`src/rtl/slot_cmd_pkg.sv`:
```
`default_nettype none

package slot_cmd_pkg;

    // Control stream is byte wide
    localparam int CMD_BYTE_BITS = 8;

    // Opcodes understood by the ADC slot
    // Start and stop are single bytes, SET_ACON carries one data byte
    typedef enum logic [7:0] {
        OP_START_RECORDING = 8'h12,
        OP_STOP_RECORDING  = 8'h13,
        OP_SET_ACON        = 8'h14
    } slot_opcode_t;

    // Power-up configuration for the ADC card
    localparam logic [CMD_BYTE_BITS-1:0] ACON_DEFAULT = 8'h51;

endpackage

`default_nettype wire

```
`src/rtl/i2s_pkg.sv`:
```
`default_nettype none

package i2s_pkg;

    // Sample bits taken per channel after each LRCK change
    localparam int SAMPLE_BITS_DEFAULT = 24;

    // Bit counter width, enough for a 32-bit half-frame plus saturation
    localparam int COUNT_BITS_DEFAULT = 6;

    // Audio word handed to the host side, sample is zero-extended into it
    localparam int AUDIO_WORD_BITS = 32;

    // Half-frame tracking
    // IDLE is only left on a falling LRCK edge, so a partial
    // first half-frame is never reported
    typedef enum logic [1:0] {
        FRAME_IDLE  = 2'd0,
        FRAME_LEFT  = 2'd1,
        FRAME_RIGHT = 2'd2
    } frame_state_t;

endpackage

`default_nettype wire
```
`src/rtl/i2s_frame_if.sv`:
```
`timescale 1ns/1ps
`default_nettype none

interface i2s_frame_if #(
    parameter int COUNT_BITS = i2s_pkg::COUNT_BITS_DEFAULT
);
    import i2s_pkg::*;

    // LRCK changed this cycle (combinational)
    logic                  frame_edge;
    frame_state_t          frame_state;
    // One-cycle pulse after a finished half-frame that is to be reported
    logic                  emit;
    // Sample bit window
    logic                  capture;
    logic [COUNT_BITS-1:0] bit_count;

    modport fsm (
        output frame_edge,
        output frame_state,
        output emit
    );

    modport counter (
        input  frame_edge,
        output capture,
        output bit_count
    );

    modport shifter (
        input frame_edge,
        input capture
    );

endinterface

`default_nettype wire

```
`src/rtl/adc_slot_rx.sv`:
```
`timescale 1ns/1ps
`default_nettype none

module adc_slot_rx #(
    parameter int SAMPLE_BITS = i2s_pkg::SAMPLE_BITS_DEFAULT,
    parameter int COUNT_BITS  = i2s_pkg::COUNT_BITS_DEFAULT
) (
    input  wire                                    adc_pbck,
    input  wire                                    reset,
    input  wire                                    adc_plrck,
    input  wire                                    adc_sdata,
    input  wire                                    ctl_valid,
    input  wire  [slot_cmd_pkg::CMD_BYTE_BITS-1:0] ctl_data,
    output logic                                   aud_wr_valid,
    output logic [i2s_pkg::AUDIO_WORD_BITS-1:0]    aud_wr_data,
    output logic                                   aud_wr_right,
    output logic [slot_cmd_pkg::CMD_BYTE_BITS-1:0] acon,
    output logic                                   recording
);

    // Frame timing shared by the FSM, counter and shifter
    i2s_frame_if #(.COUNT_BITS(COUNT_BITS)) frame_i ();

    // Recording enable goes to the port and to the FSM latch
    slot_cmd_decoder cmd_i (
        .adc_pbck         (adc_pbck),
        .reset            (reset),
        .ctl_valid        (ctl_valid),
        .ctl_data         (ctl_data),
        .recording_enable (recording),
        .acon             (acon)
    );

    i2s_frame_fsm fsm_i (
        .adc_pbck         (adc_pbck),
        .reset            (reset),
        .adc_plrck        (adc_plrck),
        .recording_enable (recording),
        .frame            (frame_i.fsm),
        .aud_wr_valid     (aud_wr_valid),
        .aud_wr_right     (aud_wr_right)
    );

    i2s_bit_counter #(
        .SAMPLE_BITS (SAMPLE_BITS),
        .COUNT_BITS  (COUNT_BITS)
    ) counter_i (
        .adc_pbck (adc_pbck),
        .reset    (reset),
        .frame    (frame_i.counter)
    );

    i2s_sample_shifter #(
        .SAMPLE_BITS (SAMPLE_BITS)
    ) shifter_i (
        .adc_pbck    (adc_pbck),
        .reset       (reset),
        .adc_sdata   (adc_sdata),
        .frame       (frame_i.shifter),
        .aud_wr_data (aud_wr_data)
    );

endmodule

`default_nettype wire

```
`src/rtl/i2s_sample_shifter.sv`:
```
`timescale 1ns/1ps
`default_nettype none

module i2s_sample_shifter #(
    parameter int SAMPLE_BITS = i2s_pkg::SAMPLE_BITS_DEFAULT
) (
    input  wire                               adc_pbck,
    input  wire                               reset,
    input  wire                               adc_sdata,
    i2s_frame_if.shifter                      frame,
    output logic [i2s_pkg::AUDIO_WORD_BITS-1:0] aud_wr_data
);
    import i2s_pkg::*;

    localparam int PAD_BITS = AUDIO_WORD_BITS - SAMPLE_BITS;

    logic [SAMPLE_BITS-1:0] shift_q;

    // Sample register, MSB arrives first
    always_ff @(posedge adc_pbck) begin
        if (reset) begin
            shift_q <= '0;
        end else if (frame.frame_edge) begin
            shift_q <= '0;
        end else if (frame.capture) begin
            shift_q <= {shift_q[SAMPLE_BITS-2:0], adc_sdata};
        end
    end

    // Output word, valid one cycle after the transition with the strobe
    always_ff @(posedge adc_pbck) begin
        if (frame.frame_edge) begin
            aud_wr_data <= {{PAD_BITS{1'b0}}, shift_q};
        end
    end

endmodule

`default_nettype wire

```
`src/rtl/i2s_bit_counter.sv`:
```
`timescale 1ns/1ps
`default_nettype none

module i2s_bit_counter #(
    parameter int SAMPLE_BITS = i2s_pkg::SAMPLE_BITS_DEFAULT,
    parameter int COUNT_BITS  = i2s_pkg::COUNT_BITS_DEFAULT
) (
    input  wire          adc_pbck,
    input  wire          reset,
    i2s_frame_if.counter frame
);

    localparam logic [COUNT_BITS-1:0] COUNT_MAX = {COUNT_BITS{1'b1}};

    always_ff @(posedge adc_pbck) begin
        if (reset) begin
            // Start saturated so nothing is captured before the first edge
            frame.bit_count <= COUNT_MAX;
        end else if (frame.frame_edge) begin
            frame.bit_count <= '0;
        end else if (frame.bit_count != COUNT_MAX) begin
            frame.bit_count <= frame.bit_count + 1'b1;
        end
    end

    // Bits at edges E+1 .. E+SAMPLE_BITS belong to the sample
    assign frame.capture = (frame.bit_count < COUNT_BITS'(SAMPLE_BITS)) && !frame.frame_edge;

endmodule

`default_nettype wire

```
`src/rtl/i2s_frame_fsm.sv`:
```
`timescale 1ns/1ps
`default_nettype none

module i2s_frame_fsm (
    input  wire         adc_pbck,
    input  wire         reset,
    input  wire         adc_plrck,
    input  wire         recording_enable,
    i2s_frame_if.fsm    frame,
    output logic        aud_wr_valid,
    output logic        aud_wr_right
);
    import i2s_pkg::*;

    logic lrck_q;
    // Recording enable as seen at the last left boundary
    logic rec_latch;
    logic lrck_fall;

    assign frame.frame_edge = (adc_plrck != lrck_q);
    assign lrck_fall        = frame.frame_edge && !adc_plrck;

    // Word strobe comes straight from the emit pulse
    assign aud_wr_valid = frame.emit;

    always_ff @(posedge adc_pbck) begin
        if (reset) begin
            lrck_q            <= 1'b0;
            rec_latch         <= 1'b0;
            frame.frame_state <= FRAME_IDLE;
            frame.emit        <= 1'b0;
            aud_wr_right      <= 1'b0;
        end else begin
            lrck_q     <= adc_plrck;
            frame.emit <= 1'b0;

            if (frame.frame_edge) begin
                // Old latch value decides, so a stop mid-frame still
                // lets the right word of that frame out
                frame.emit   <= rec_latch && (frame.frame_state != FRAME_IDLE);
                aud_wr_right <= (frame.frame_state == FRAME_RIGHT);

                if (lrck_fall) begin
                    frame.frame_state <= FRAME_LEFT;
                    rec_latch         <= recording_enable;
                end else begin
                    case (frame.frame_state)
                        FRAME_LEFT:  frame.frame_state <= FRAME_RIGHT;
                        default:     frame.frame_state <= frame.frame_state;
                    endcase
                end
            end
        end
    end

endmodule

`default_nettype wire

```
`src/rtl/slot_cmd_decoder.sv`:
```
`timescale 1ns/1ps
`default_nettype none

module slot_cmd_decoder (
    input  wire                                  adc_pbck,
    input  wire                                  reset,
    input  wire                                  ctl_valid,
    input  wire  [slot_cmd_pkg::CMD_BYTE_BITS-1:0] ctl_data,
    output logic                                 recording_enable,
    output logic [slot_cmd_pkg::CMD_BYTE_BITS-1:0] acon
);
    import slot_cmd_pkg::*;

    slot_opcode_t op_q;
    // 0 while waiting for an opcode, 1 while waiting for a data byte
    logic         byte_idx;

    always_ff @(posedge adc_pbck) begin
        if (reset) begin
            op_q             <= OP_STOP_RECORDING;
            byte_idx         <= 1'b0;
            recording_enable <= 1'b0;
            acon             <= ACON_DEFAULT;
        end else if (ctl_valid) begin
            if (!byte_idx) begin
                op_q <= slot_opcode_t'(ctl_data);
                case (slot_opcode_t'(ctl_data))
                    OP_START_RECORDING: begin
                        recording_enable <= 1'b1;
                    end
                    OP_STOP_RECORDING: begin
                        recording_enable <= 1'b0;
                    end
                    OP_SET_ACON: begin
                        // Data byte follows
                        byte_idx <= 1'b1;
                    end
                    default: begin
                        // Unknown opcode, dropped as a single byte
                        byte_idx <= 1'b0;
                    end
                endcase
            end else begin
                case (op_q)
                    OP_SET_ACON: begin
                        acon <= ctl_data;
                    end
                    default: begin
                        acon <= acon;
                    end
                endcase
                byte_idx <= 1'b0;
            end
        end
    end

endmodule

`default_nettype wire

```
`config.mk`:
```
export PLATFORM = sky130hd
export DESIGN_NAME = adc_slot_rx
export DESIGN_NICKNAME = d
export VERILOG_FILES = /design/src/rtl/slot_cmd_pkg.sv /design/src/rtl/i2s_pkg.sv /design/src/rtl/i2s_frame_if.sv /design/src/rtl/adc_slot_rx.sv /design/src/rtl/i2s_sample_shifter.sv /design/src/rtl/i2s_bit_counter.sv /design/src/rtl/i2s_frame_fsm.sv /design/src/rtl/slot_cmd_decoder.sv
export SDC_FILE = /design/constraint.sdc
export NUM_CORES = 1
export LEC_CHECK = 0
export ABC_AREA = 1
export ABC_CLOCK_PERIOD_IN_PS = 1840
export CAP_MARGIN = 20
export CORE_MARGIN = 1
export CORE_UTILIZATION = 39
export CTS_CLUSTER_DIAMETER = 200
export CTS_CLUSTER_SIZE = 8
export DETAILED_ROUTE_END_ITERATION = 8
export DONT_BUFFER_PORTS = 1
export PLACE_DENSITY = 0.67
export SYNTH_ARGS = -nofsm -noshare
export SYNTH_HDL_FRONTEND = slang
export SYNTH_SLANG_ARGS = --single-unit
```
`constraint.sdc`:
```
create_clock -name adc_pbck -period 1.84 [get_ports adc_pbck]
set_input_delay 0.368 -clock adc_pbck [delete_from_list [all_inputs] [get_ports adc_pbck]]
set_output_delay 0.368 -clock adc_pbck [all_outputs]
set_load 0.005 [all_outputs]
```
==> Word-level counts from Yosys, hierarchy flattened <==
Index checks and enable logic that the tools add are counted.
{ "op_classes": {"order_cmp": 1, "div_mod_pow": 0, "n_mux": 7, "bitwise": 2, "shifts": 0, "n_mul": 0, "eq_ne": 8, "reduce_logical": 16, "n_addsub": 1} }
{ "op_table": {"columns": ["op", "count"], "rows": [
  ["equality test 8 x 5 -> 1 bit (second input constant)", 4],
  ["two-way mux 6 bit", 2],
  ["nonzero test 2 bit", 4],
  ["adder 6 x 1 -> 6 bit (second input constant)", 1],
  ["< comparator 6 x 5 -> 1 bit (second input constant)", 1],
  ["inequality test 6 bit (second input constant)", 1],
  ["AND reduction 2 bit", 3],
  ["AND reduction 3 bit", 2],
  ["two-way mux 2 bit", 2],
  ["OR reduction 2 bit", 2],
  ["logical AND 1 bit", 3],
  ["equality test 2 x 1 -> 1 bit (second input constant)", 1],
  ["equality test 2 bit (second input constant)", 1],
  ["logical NOT 1 bit", 2],
  ["two-way mux 1 bit", 2],
  ["inverter 1 bit", 2],
  ["case mux 1 bit (2 select lines)", 1],
  ["inequality test 1 bit", 1]
]} }
{ "word_totals": {"memories": 0, "latchBits": 0, "inputBits": 13, "word_cells": 47, "output_inout_bits": 43, "reg_bits": 78, "rom_bits": 0, "mem_bits_rw": 0} }

==> Depth between registers and ports, before layout <==
Gate-level depths: netlist of the first run.
{ "logic_depth": {"depth_word": 4, "mapped_depth": 8, "ltp_nobuf": 8} }

==> Cells and area by module <==
A second synthesis of the first run with hierarchy kept.
{ "hier_totals": {"hier_cells": 377, "area_unflattened_um2": 3153.0} }
{ "by_module_without_submodules": {"columns": ["module", "n_inst", "seq_area_each_um2", "area_per_inst_um2", "cells_each"], "rows": [
  ["i2s_sample_shifter", 1, 1201.2, 1781.7, 185],
  ["slot_cmd_decoder", 1, 360.3, 780.7, 112],
  ["i2s_bit_counter", 1, 120.1, 320.3, 47],
  ["i2s_frame_fsm", 1, 120.1, 270.3, 33]
]} }

==> Worst setup path after synthesis of the first run <==
Ideal clock, no wire load.
{ "synth_timing": {"path_kind": "input port to flip-flop", "startpoint": "input adc_plrck", "endpoint": "register fsm_i.aud_wr_right", "setup_ns": 0.087, "path_buffers": 1, "t_required_ns": 1.753, "path_slack_ns": -0.008, "arrival_ns": 1.761, "path_stages": 6, "path_cell_list": "inv_1 -> ha_1 -> buf_4 -> inv_1 -> nand2_1 -> o31ai_1"} }
{ "synth_via": {"elab_chain_len": 1} }
{ "synth_rtl": {"columns": ["element", "line", "text"], "rows": [
  ["start, declared", "adc_slot_rx.sv:10", "input wire adc_plrck,"],
  ["inequality test 1 bit", "i2s_frame_fsm.sv:20", "assign frame.frame_edge = (adc_plrck != lrck_q);"],
  ["net counter_i.frame.frame_edge", "i2s_frame_if.sv:25", "input frame_edge,"],
  ["end signal, assigned", "i2s_frame_fsm.sv:41", "aud_wr_right <= (frame.frame_state == FRAME_RIGHT);"],
  ["end, declared", "i2s_frame_fsm.sv:11", "output logic aud_wr_right"]
]} }
The timed path passes the listed nets, and every way through them passes these cells.
A chain may end at the register's enable or synchronous reset.

==> Worst setup path after layout of the first run <==
{ "layout_timing": {"startpoint": "register fsm_i.lrck_q", "endpoint": "register shifter_i.shift_q[1]"} }
{ "layout_via": {"elab_chain_len": 3, "word_cells_on_any_way": 4, "classes_between": "eq/ne: 1; reduce/logical: 3"} }
{ "layout_rtl": {"columns": ["element", "line", "text"], "rows": [
  ["start, declared", "i2s_frame_fsm.sv:15", "logic lrck_q;"],
  ["start signal, assigned", "i2s_frame_fsm.sv:34", "lrck_q <= adc_plrck;"],
  ["inequality test 1 bit (*)", "i2s_frame_fsm.sv:20", null],
  ["logical NOT 1 bit", "i2s_bit_counter.sv:27", "assign frame.capture = (frame.bit_count < COUNT_BITS'(SAMPLE_BITS)) && !frame.frame_edge;"],
  ["logical AND 1 bit", "i2s_bit_counter.sv:27", null],
  ["end signal, assigned", "i2s_sample_shifter.sv:26", "shift_q <= {shift_q[SAMPLE_BITS-2:0], adc_sdata};"],
  ["end, declared", "i2s_sample_shifter.sv:17", "logic [SAMPLE_BITS-1:0] shift_q;"]
]} }
Mark *: on every way between the ends. The rest lies on a longest branch, timed or not.

==> results.ini, run 1 <==
[global_routing]
grt_pass1_wl_um=8450
gr-total-overflow=0
grt_max_degree=25
antenna_found_initial=0
grt_pass1_vias=1889
grt_usage=0.144

[sta]
final.setup.tns_ns=0
drv_slew=0
hold_ws_ns=0.0762
period_minus_slack_ns=1.57
final_hold_viol_count=0
period_share=0.856
rsz0062_at_grt=false
finClkSkew_ns=0.00419
setup_violations=0
fmax_mhz=635

[die]
io_pins=56
core_area_mm2=0.00733
die-area_mm2=0.00798
die_y_um=89.3
initial_core_util=0.406
die_w_um=89.3
num_rows=31

[cells_and_area]
nFillCells=701
diodes=0
fin_cells=430
layout.nets=342
syn2layout_area_growth_pct=9.34
drive_gt1_frac=0.0967
fin_util=0.444

[setup_path]
r2r_slack_ns=0.27
endpoint_kind=register
required_ns=2.13
worst-setup-path-type=register to register
r2r-end=shifter_i.shift_q[1]$_SDFFE_PP0P_
cp_max_fo=24
r2r_start=fsm_i.lrck_q$_SDFF_PP0_
reg2regPathDepth=5
crit_arrival_ns=1.86
startpoint_type=register

[place]
io_buffer_count=0
dp.cells=414
hpwlAfterDp_um=3500
gp_congestion=0.775

[logic_synthesis]
yosys_register_bits=78
ys_seq_area_frac=0.606
synth_warnings=0
ys_async_sr_fraction=0
syn_area_mm2=0.00298
avgSynthCellArea_um2=9.24
synth-main-ff-cell=dfxtp_1
synth-edff-count=24
synthDistinctLibCells=27
syn_inst=322

[route]
postRouteAntennaNets=0
dr.pass1.iters=4
route.detailed.drc=0
vias=2012
drt-initial-drc-count=30
vias_per_cell=4.68
wl_per_cell_um=11.5
finalWirelength_um=4930

[cts]
cts_tree=done
cts.sinks=78
cts_root_buf=clkbuf_8
cts_buffer_depth=2
cts.clk_slew.worst_paths_ns=0.08
htreeDepth=3
cts_setup_buffers=0
insertion_delay_ns=0.35
cts_made_buffers=9

[hold_path]
holdPathEnd=fsm_i.lrck_q$_SDFF_PP0_
hp-class=input pin to register
holdPathStages=1
min_from=reset

[power_and_ir_drop]
power_density_mw_per_mm2=1070
ir_drop_v=0.000656
power_leakage_nw=1.30

[status]
outcome=finished clean

[job]
drv_cap=0

logic make-up (layout without fill, tap and decap cells):
| group | Yosys count | after routing | synth area share |
|---|---|---|---|
| adder cells (fa/ha/maj) | 3 | 3 | 0.0126 |
| AO/OA/AOI/OAI | 47 | 47 | 0.0824 |
| buffers and inverters | 48 | 50 | 0.0812 |
| other | 1 | 8 | 0.00126 |
| AND/OR/NAND/NOR | 145 | 145 | 0.217 |
| flip-flops | 78 | 78 | 0.606 |
cells in the mapped netlist (2+ instances only):
cell / instances / share of area
a21oi_1: 14 / 0.024
buf_2: 5 / 0.0084
buf_4: 10 / 0.025
buf_6: 2 / 0.0076
dfxtp_1: 54 / 0.36
edfxtp_1: 24 / 0.24
ha_1: 3 / 0.013
inv_1: 27 / 0.034
inv_2: 2 / 0.0025
nand2_1: 46 / 0.058
nand2_2: 2 / 0.0042
nand3_1: 17 / 0.029
nand3_4: 2 / 0.012
nand4_1: 7 / 0.015
nor2_1: 66 / 0.083
o211ai_1: 2 / 0.0050
o21ai_0: 29 / 0.049
cells in the final DEF (no fill, tap or decap), drive strengths merged:
master	netlist	routed
nor2	69	69
dfxtp	54	54
nand2	48	48
inv	30	32
o21ai	29	29
edfxtp	24	24
nand3	19	19
a21oi	14	14
clkbuf	1	9
conb	1	8
nand4	7	7
buf	17	4
clkinvlp	0	3
ha	3	3
o211ai	2	2
o31ai	1	1
nor3	1	1
nor2b	1	1
a211oi	1	1
clkinv	0	1
bufinv	0	1
layer usage:
metal	wire length, um	GRT usage
met4	41	0.0462
met5	0	0
met3	332	0.0803
met2	2230	0.219
met1	2330	0.175
where the power goes:
part           switching [mW]  leakage (nW)  internal, mW
combinational           0.186         0.510        0.0859
clock                   0.649         0.103         0.647
sequential             0.0533         0.688          1.87
total                   0.889          1.30          2.60
how the worst max path moves through the flow:
stage | startpoint | to | slack (ns) | cells after the start
floorplan | adc_plrck | fsm_i.frame.frame_state[1]$_SDFFE_PP0P_ | 0.17 | 7
global placement | adc_plrck | shifter_i.shift_q[17]$_SDFFE_PP0P_ | 0.15 | 6
detailed placement | adc_plrck | shifter_i.shift_q[7]$_SDFFE_PP0P_ | 0.09 | 6
CTS | fsm_i.lrck_q$_SDFF_PP0_ | shifter_i.shift_q[7]$_SDFFE_PP0P_ | 0.20 | 5
global route | fsm_i.lrck_q$_SDFF_PP0_ | shifter_i.shift_q[1]$_SDFFE_PP0P_ | 0.08 | 5
finish | fsm_i.lrck_q$_SDFF_PP0_ | shifter_i.shift_q[1]$_SDFFE_PP0P_ | 0.27 | 5
sequential cells by signal, indices dropped and copies added (netlist names), 2 cells and up:
name and count:
counter_i.frame.bit_count 6, shifter_i.shift_q 24, shifter_i.aud_wr_data 24, fsm_i.frame.frame_state 2, cmd_i.op_q 8, cmd_i.acon 8
through the flow:
stage                     worst slack, ns  cell area [um^2]  total power [mW]
after floorplan                     0.175              3010              2.19
after global placement              0.154              3050              2.22
after detailed placement           0.0946              3050              2.24
after CTS                           0.195              3250              3.54
after global routing               0.0832              3250              3.69
final                               0.265              3250              3.49
critical path, cell delays in order, from the launching register on:
cell,delay (ns)
dfxtp_1,0.32
ha_1,0.42
nand3_4,0.18
inv_2,0.34
nand2_1,0.11
a21oi_1,0.13
repair_timing:
action	in CTS	in global routing
resized for setup	0	1
endpoints found under the setup margin	0	1
hold buffers	0	0
layout make-up:
cell class / count / area (um^2) / area share
clock buffers: 9 / 124 / 0.0381
clock inverters: 7 / 80.1 / 0.0246
inverters: 30 / 123 / 0.0377
multi-input cells: 203 / 958 / 0.295
flip-flops and latches: 78 / 1800 / 0.554
well taps: 99 / 124 / 0.0381
repair buffers: 4 / 42.5 / 0.0131
Power figures use the tool's default switching activity.
==> run 2: changes to the inputs <==
Settings changed: ABC_AREA 1 to 0, ABC_CLOCK_PERIOD_IN_PS 1840 to 1300, PLACE_DENSITY 0.67 to not set, PLACE_DENSITY_LB_ADDON set to 0.08.
Clock period 1.84 ns to 1.3 ns, I/O delays scaled along.
==> run 2 against run 1 <==
Die area grew 1.4%. Total power grew 44%. Clock skew grew 0.0049 ns. Highest routed layer unchanged. The run now ends with setup timing left. Critical path depth is the same. Non-clock buffer count grew 19. Global-route usage grew 0.66 points. Register-to-register slack lost 0.29 ns. Largest power group unchanged. Critical path type unchanged. Clock power grew 40%. First-iteration DRC count grew 73%. Cell count shrank 8.4%.
==> results.ini, run 2 <==
[setup_path]
path_delay_family=flip-flops
r2r_start=fsm_i.lrck_q$_SDFF_PP0_
startpoint_type=register
reg2regPathDepth=5  ; unchanged
crit_arrival_ns=1.61  ; -0.25 ns
r2r-end=shifter_i.shift_q[19]$_SDFFE_PP0P_
worst_path_largest_cell_delay_ns=0.35  ; -0.07 ns
required_ns=1.58  ; -0.55 ns
cp_num_buf_inv=1  ; unchanged
r2r_slack_ns=-0.03  ; -0.29 ns
crit_chain=ha_4, nor2b_4, clkbuf_16, nand3_1, a21oi_1
cp_slowest_cell=dfxtp_2
worst-setup-path-type=register to register
cp_max_fo=12  ; -50%
endpoint_kind=register

[route]
vias_per_cell=5.23  ; +12%
wl_per_cell_um=15.3  ; +33%
finalWirelength_um=6010  ; +22%
dr.pass1.iters=4  ; unchanged
drt-initial-drc-count=52  ; +73%
postRouteAntennaNets=0  ; unchanged
route.detailed.drc=0  ; unchanged
vias=2060  ; +2.4%

[logic_synthesis]
syn_inst=274  ; -15%
yosys-top-cells-count=54 x dfxtp_1, 29 x a21oi_1, 26 x o21ai_0
syn_area_mm2=0.00302  ; +1.5%
synth-main-ff-cell=dfxtp_1
synth.most_common_cell=dfxtp_1
ys_async_sr_fraction=0  ; unchanged
ys_seq_area_frac=0.597  ; -0.00878
synthDistinctLibCells=44  ; +63%
synth_warnings=0  ; unchanged
synth-edff-count=24  ; unchanged
synth_area_leaders=dfxtp_1 36%, edfxtp_1 24%, a21oi_1 4.8%
avgSynthCellArea_um2=11.0  ; +19%
yosys_register_bits=78  ; unchanged
synth_top_area_cell=dfxtp_1
synth.top_cell.area_share=0.358  ; -0.00527

[die]
die_y_um=90.0  ; +0.72%
num_rows=31  ; unchanged
die-area_mm2=0.00810  ; +1.4%
core_area_mm2=0.00737  ; +0.53%
die_w_um=90.0  ; +0.72%
io_pins=56  ; unchanged
initial_core_util=0.410  ; +0.00381

[cells_and_area]
syn2layout_area_growth_pct=18.9
most-common-layout-cells=49 x dfxtp_1, 24 x nand3_1, 24 x edfxtp_1, 23 x o21ai_0, 21 x a21oi_1
fin_cells=394  ; -8.4%
drive_gt1_frac=0.224  ; +0.127
diodes=0  ; unchanged
layout_commonest_cell=dfxtp_1
layout.nets=306  ; -11%
reg_top3=shifter_i.aud_wr_data (24), shifter_i.shift_q (24)
final_area_mm2=0.00359  ; +10%
fin_util=0.487  ; +0.0435

[cts]
insertion_delay_ns=0.35  ; about the same
cts_made_buffers=9  ; unchanged
htreeDepth=3  ; unchanged
cts.clk_slew.worst_paths_ns=0.09  ; about the same
cts_root_buf=clkbuf_8
cts.sinks=78  ; unchanged
cts_tree=done
cts_buffer_depth=2  ; unchanged

[hold_path]
hp-class=input pin to register
holdPathEnd=cmd_i.op_q[0]$_SDFFE_PP1P_
min_from=ctl_data[0]
holdPathStages=1  ; unchanged

[global_routing]
grt_pass1_vias=1927  ; +2.0%
grt_max_degree=25  ; unchanged
gr-total-overflow=0  ; unchanged
grt_pass1_wl_um=9680  ; +15%
antenna_found_initial=0  ; unchanged
grt_usage=0.151  ; +0.00657

[job]
drv_cap=0  ; unchanged

[sta]
finClkSkew_ns=0.00914  ; +0.00495 ns
final_hold_viol_count=0  ; unchanged
drv_slew=0  ; unchanged
tightest_slew_ns=0.616
fin_ws_ns=-0.0258  ; -0.291 ns
setup_violations=14  ; +14
period_minus_slack_ns=1.33  ; -0.249 ns
slew_headroom=0.588
hold_ws_ns=0.0296  ; -0.0466 ns
period_share=1.02  ; +0.164
fmax_mhz=754  ; +19%
rsz0062_at_grt=true

[place]
hpwlAfterDp_um=3700  ; +5.7%
dp.cells=373  ; -9.9%
gp_congestion=0.710  ; -8.4%
place_area_mm2=0.00325  ; +6.6%
io_buffer_count=0  ; unchanged

[power_and_ir_drop]
ir_drop_v=0.000668  ; +1.8%
power_leakage_nw=1.27  ; -2.3%
power_density_mw_per_mm2=1400  ; +30%

[status]
outcome=finished, violations left
violations=setup timing

==> run 2: changes by cell type after synthesis, moves of 8 or more <==
cell / previous run / this run
a21oi_1: 14 / 29
clkbuf_1: 1 / 10
inv_1: 27 / 3
mux2i_1: 0 / 13
nand2_1: 46 / 5
nand3_1: 17 / 25
nor2_1: 66 / 18
==> run 2: routing by layer <==
metal,share of wire,track usage,up-vias
li1,-,-,1006
met2,0.47,0.231,56
met5,0,0,-
met4,0.014,0.0645,0
met3,0.038,0.0406,8
met1,0.47,0.202,990
==> run 2: kinds of logic (layout without fill, tap and decap cells) <==
kind of cell	Yosys count	count (layout)	share of synthesized area
buffers and inverters	28	42	0.0518
AND/OR/NAND/NOR	80	80	0.158
adder cells (fa/ha/maj)	3	3	0.0124
AO/OA/AOI/OAI	70	70	0.133
other	1	8	0.00124
multiplexers	14	14	0.0468
flip-flops	78	78	0.597
==> run 2: worst max path at each step <==
| stage | start | endpoint | slack [ns] | cells after the start |
|---|---|---|---|---|
| floorplan | fsm_i.lrck_q$_SDFF_PP0_ | counter_i.frame.bit_count[4]$_SDFFE_PP1P_ | -0.18 | 4 |
| global placement | fsm_i.lrck_q$_SDFF_PP0_ | shifter_i.shift_q[17]$_SDFFE_PP0P_ | -0.02 | 5 |
| detailed placement | fsm_i.lrck_q$_SDFF_PP0_ | shifter_i.shift_q[11]$_SDFFE_PP0P_ | -0.04 | 5 |
| CTS | fsm_i.lrck_q$_SDFF_PP0_ | counter_i.frame.bit_count[1]$_SDFFE_PP1P_ | -0.02 | 4 |
| global route | fsm_i.lrck_q$_SDFF_PP0_ | shifter_i.shift_q[15]$_SDFFE_PP0P_ | -0.09 | 5 |
| finish | fsm_i.lrck_q$_SDFF_PP0_ | shifter_i.shift_q[19]$_SDFFE_PP0P_ | -0.03 | 5 |
==> run 2: cell type report <==
cell class | instances | area, um^2
tap | 99 | 124
clock buffer | 10 | 128
inverter | 3 | 15.0
clock inverter | 6 | 71.3
fill | 704 | 3780
sequential | 78 | 1810
timing repair buffer | 23 | 262
multi-input combinational | 175 | 1180
==> run 2: stage by stage <==
step                TNS (ns)  total power [mW]  setup WS [ns]
finish                -0.106              5.02        -0.0258
global route           -1.72              5.23        -0.0858
CTS                  -0.0601              5.02        -0.0164
detailed placement    -0.410              3.18        -0.0411
global placement     -0.0350              3.18        -0.0181
floorplan              -4.95              3.03         -0.179
==> run 2: where the power goes <==
group          switching, mW  internal, mW
sequential            0.0615          2.60
combinational          0.300         0.239
clock                  0.916         0.901
total                   1.28          3.74
==> run 2: repair_timing <==
| item | CTS | global route |
|---|---|---|
| gates resized for setup | 3 | 20 |
| hold buffers | 2 | 0 |
| setup endpoints to repair | 26 | 34 |
| gates cloned | 0 | 1 |
| buffers inserted | 0 | 2 |
| pin swaps | 0 | 3 |
| endpoints found under the hold margin | 16 | 0 |
==> run 3: changes to the inputs <==
Settings changed: PLACE_DENSITY set to 0.65, PLACE_DENSITY_LB_ADDON 0.08 to not set.
==> run 3 against run 2 <==
The run ends with hold timing left. Combinational power is 9.3% lower. Die area unchanged. Clock power barely moved. Critical path depth is 1 higher. First-iteration DRC count is 42% higher. Hold slack worse by 0.066 ns. Sequential cell count unchanged. Maximum frequency rose by 2.3%. Routed wire length decreased by 11%. Register-to-register slack gained 0.03 ns. Critical path type unchanged. Largest power group unchanged.
==> results.ini, run 3 (synthesis results as in run 2) <==
[die]
die_w_um=90.0  ; unchanged
die_y_um=90.0  ; unchanged
io_pins=56  ; unchanged
initial_core_util=0.410  ; unchanged
core_area_mm2=0.00737  ; unchanged
die-area_mm2=0.00810  ; unchanged
num_rows=31  ; unchanged

[cts]
cts_setup_buffers=0  ; unchanged
insertion_delay_ns=0.35  ; about the same
cts_root_buf=clkbuf_8
cts_buffer_depth=2  ; unchanged
htreeDepth=3  ; unchanged
cts_tree=done
cts.sinks=78  ; unchanged
cts.clk_slew.worst_paths_ns=0.09  ; about the same
cts_made_buffers=9  ; unchanged
postCtsHoldBufs=1  ; -1

[place]
io_buffer_count=0  ; unchanged
gp_congestion=0.735  ; +3.6%
hpwlAfterDp_um=3450  ; -6.7%
place_area_mm2=0.00325  ; about the same

[sta]
rsz0062_at_grt=true
finClkSkew_ns=0.00986  ; +0.000717 ns
fmax_mhz=771  ; +2.3%
drv_slew=0  ; unchanged
final.setup.tns_ns=0  ; +0.106 ns
final_hold_viol_count=10  ; +10
period_share=0.997  ; -0.0226
setup_violations=0  ; -14
hold_ws_ns=-0.0366  ; -0.0663 ns
period_minus_slack_ns=1.30  ; -0.0294 ns

[cells_and_area]
regArea_mm2=0.00181  ; unchanged
multiInputGateArea_mm2=0.00115  ; -2.7%
nFillCells=685  ; -2.7%
layout.nets=304  ; -0.65%
layout_commonest_cell=dfxtp_1
syn2layout_area_growth_pct=16.5
fin_util=0.477  ; -0.0100
reg_top3=shifter_i.aud_wr_data (24), shifter_i.shift_q (24)
diodes=0  ; unchanged
final_area_mm2=0.00352  ; -2.1%
most-common-layout-cells=49 x dfxtp_1, 27 x a21oi_1, 25 x nand3_1, 24 x edfxtp_1
drive_gt1_frac=0.201  ; -0.0224

[power_and_ir_drop]
p_int_mw=3.74  ; -0.11%
switching_power_mw=1.25  ; -1.8%
swShare=0.251  ; -0.00315
power_frac_clock=0.368  ; +0.006
power_frac_seq=0.534  ; +0.003
power_leakage_nw=1.26  ; -1.1%
finalPower_mw=4.99  ; -0.53%
ir_drop_v=0.000566  ; -15%
p_comb_frac=0.098  ; -0.009
power_density_mw_per_mm2=1420  ; +1.6%

[job]
drv_cap=0  ; unchanged

[setup_path]
worst-setup-path-type=register to register
crit_arrival_ns=1.54  ; -0.07 ns
crit_top_cell=buf_4
worst_path_largest_cell_delay_ns=0.35  ; about the same
r2r_start=fsm_i.lrck_q$_SDFF_PP0_
cp_max_fo=6  ; -6
crit_chain=ha_4, buf_4, clkinvlp_4, buf_4, a21oi_2, nor3_1
cp_slowest_cell=dfxtp_2
worstSetupStartpoint=fsm_i.lrck_q$_SDFF_PP0_
required_ns=1.55  ; -0.03 ns
endpoint_kind=register
startpoint_type=register

[route]
vias=2003  ; -2.8%
finalWirelength_um=5350  ; -11%
route.detailed.drc=0  ; unchanged
postRouteAntennaNets=0  ; unchanged
drt-initial-drc-count=74  ; +42%
dr.pass1.iters=4  ; unchanged
wl_per_cell_um=13.7  ; -10%
vias_per_cell=5.11  ; -2.3%

[hold_path]
hp-class=input pin to register
min_from=reset

[global_routing]
grt_usage=0.139  ; -0.0121
gr-total-overflow=0  ; unchanged
grt_pass1_vias=1868  ; -3.1%
grt_pass1_wl_um=8920  ; -7.8%
antenna_found_initial=0  ; unchanged
grt_max_degree=35  ; +40%

[status]
outcome=finished, violations left
violations=hold timing

==> run 3: changes by cell type in the layout (fill, tap and decap cells not counted), sizes merged <==
cell,change
inv,+2
dlygate4sd3,-1
clkinv,+1
clkbuf,-2
clkinvlp,-2
==> run 3: per-layer routing <==
metal / wire (um) / up-vias / global-route usage
met1: 2560 / 943 / 0.181
met5: 0 / - / 0
met3: 243 / 6 / 0.0499
li1: - / 998 / -
met4: 63 / 0 / 0.0645
met2: 2490 / 56 / 0.206
==> run 3: power by group through the flow <==
stage / Combinational [mW] / Clock, mW / Sequential (mW)
after floorplan: 0.323 / 0 / 2.70
after global placement: 0.457 / 0 / 2.71
after detailed placement: 0.466 / 0 / 2.71
after CTS: 0.474 / 1.91 / 2.66
after global routing: 0.540 / 2.01 / 2.67
final: 0.489 / 1.84 / 2.66
==> run 3: final cells by class <==
class	instances	share of cell area
well taps	99	0.0352
clock inverters	7	0.0231
clock buffers	9	0.0352
repair buffers	21	0.0608
inverters	3	0.00427
flip-flops and latches	78	0.514
multi-input cells	175	0.327
==> run 3: worst max-delay path: cells and delay by family (launching register included) <==
kind	cells	cell delay [ns]
buffers and inverters	3	0.38
flip-flops	1	0.35
adder cells (fa/ha/maj)	1	0.29
AND/OR/NAND/NOR	1	0.06
AO/OA/AOI/OAI	1	0.12
==> run 3: worst paths after layout <==
| kind | endpoint | slack [ns] | cells past startpoint |
|---|---|---|---|
| worst max-delay path | fsm_i.frame.frame_state[1]$_SDFFE_PP0P_ | 0.004 | 6 |
| worst min-delay path | cmd_i.byte_idx$_SDFFE_PP0P_ | -0.04 | 1 |
| worst max register to register | fsm_i.frame.frame_state[1]$_SDFFE_PP0P_ | 0.004 | 6 |
| worst min register to register | shifter_i.aud_wr_data[23]$_DFFE_PN_ | 0.45 | 0 |
==> run 3: what timing repair did <==
item | in CTS | in global routing
pin swaps | 0 | 1
hold endpoints to repair | 17 | 13
setup endpoints to repair | 24 | 59
gates resized for setup | 2 | 18
==> run 3: per-stage QoR <==
| step | setup slack (ns) | instances | hold slack, ns |
|---|---|---|---|
| global route | -0.0690 | 392 | -0.0579 |
| finish | 0.00360 | 392 | -0.0366 |
| global placement | 0.0203 | 375 | 0.324 |
| floorplan | -0.179 | 281 | 0.378 |
| detailed placement | -0.0360 | 375 | 0.330 |
| CTS | -0.00121 | 392 | -0.0567 |
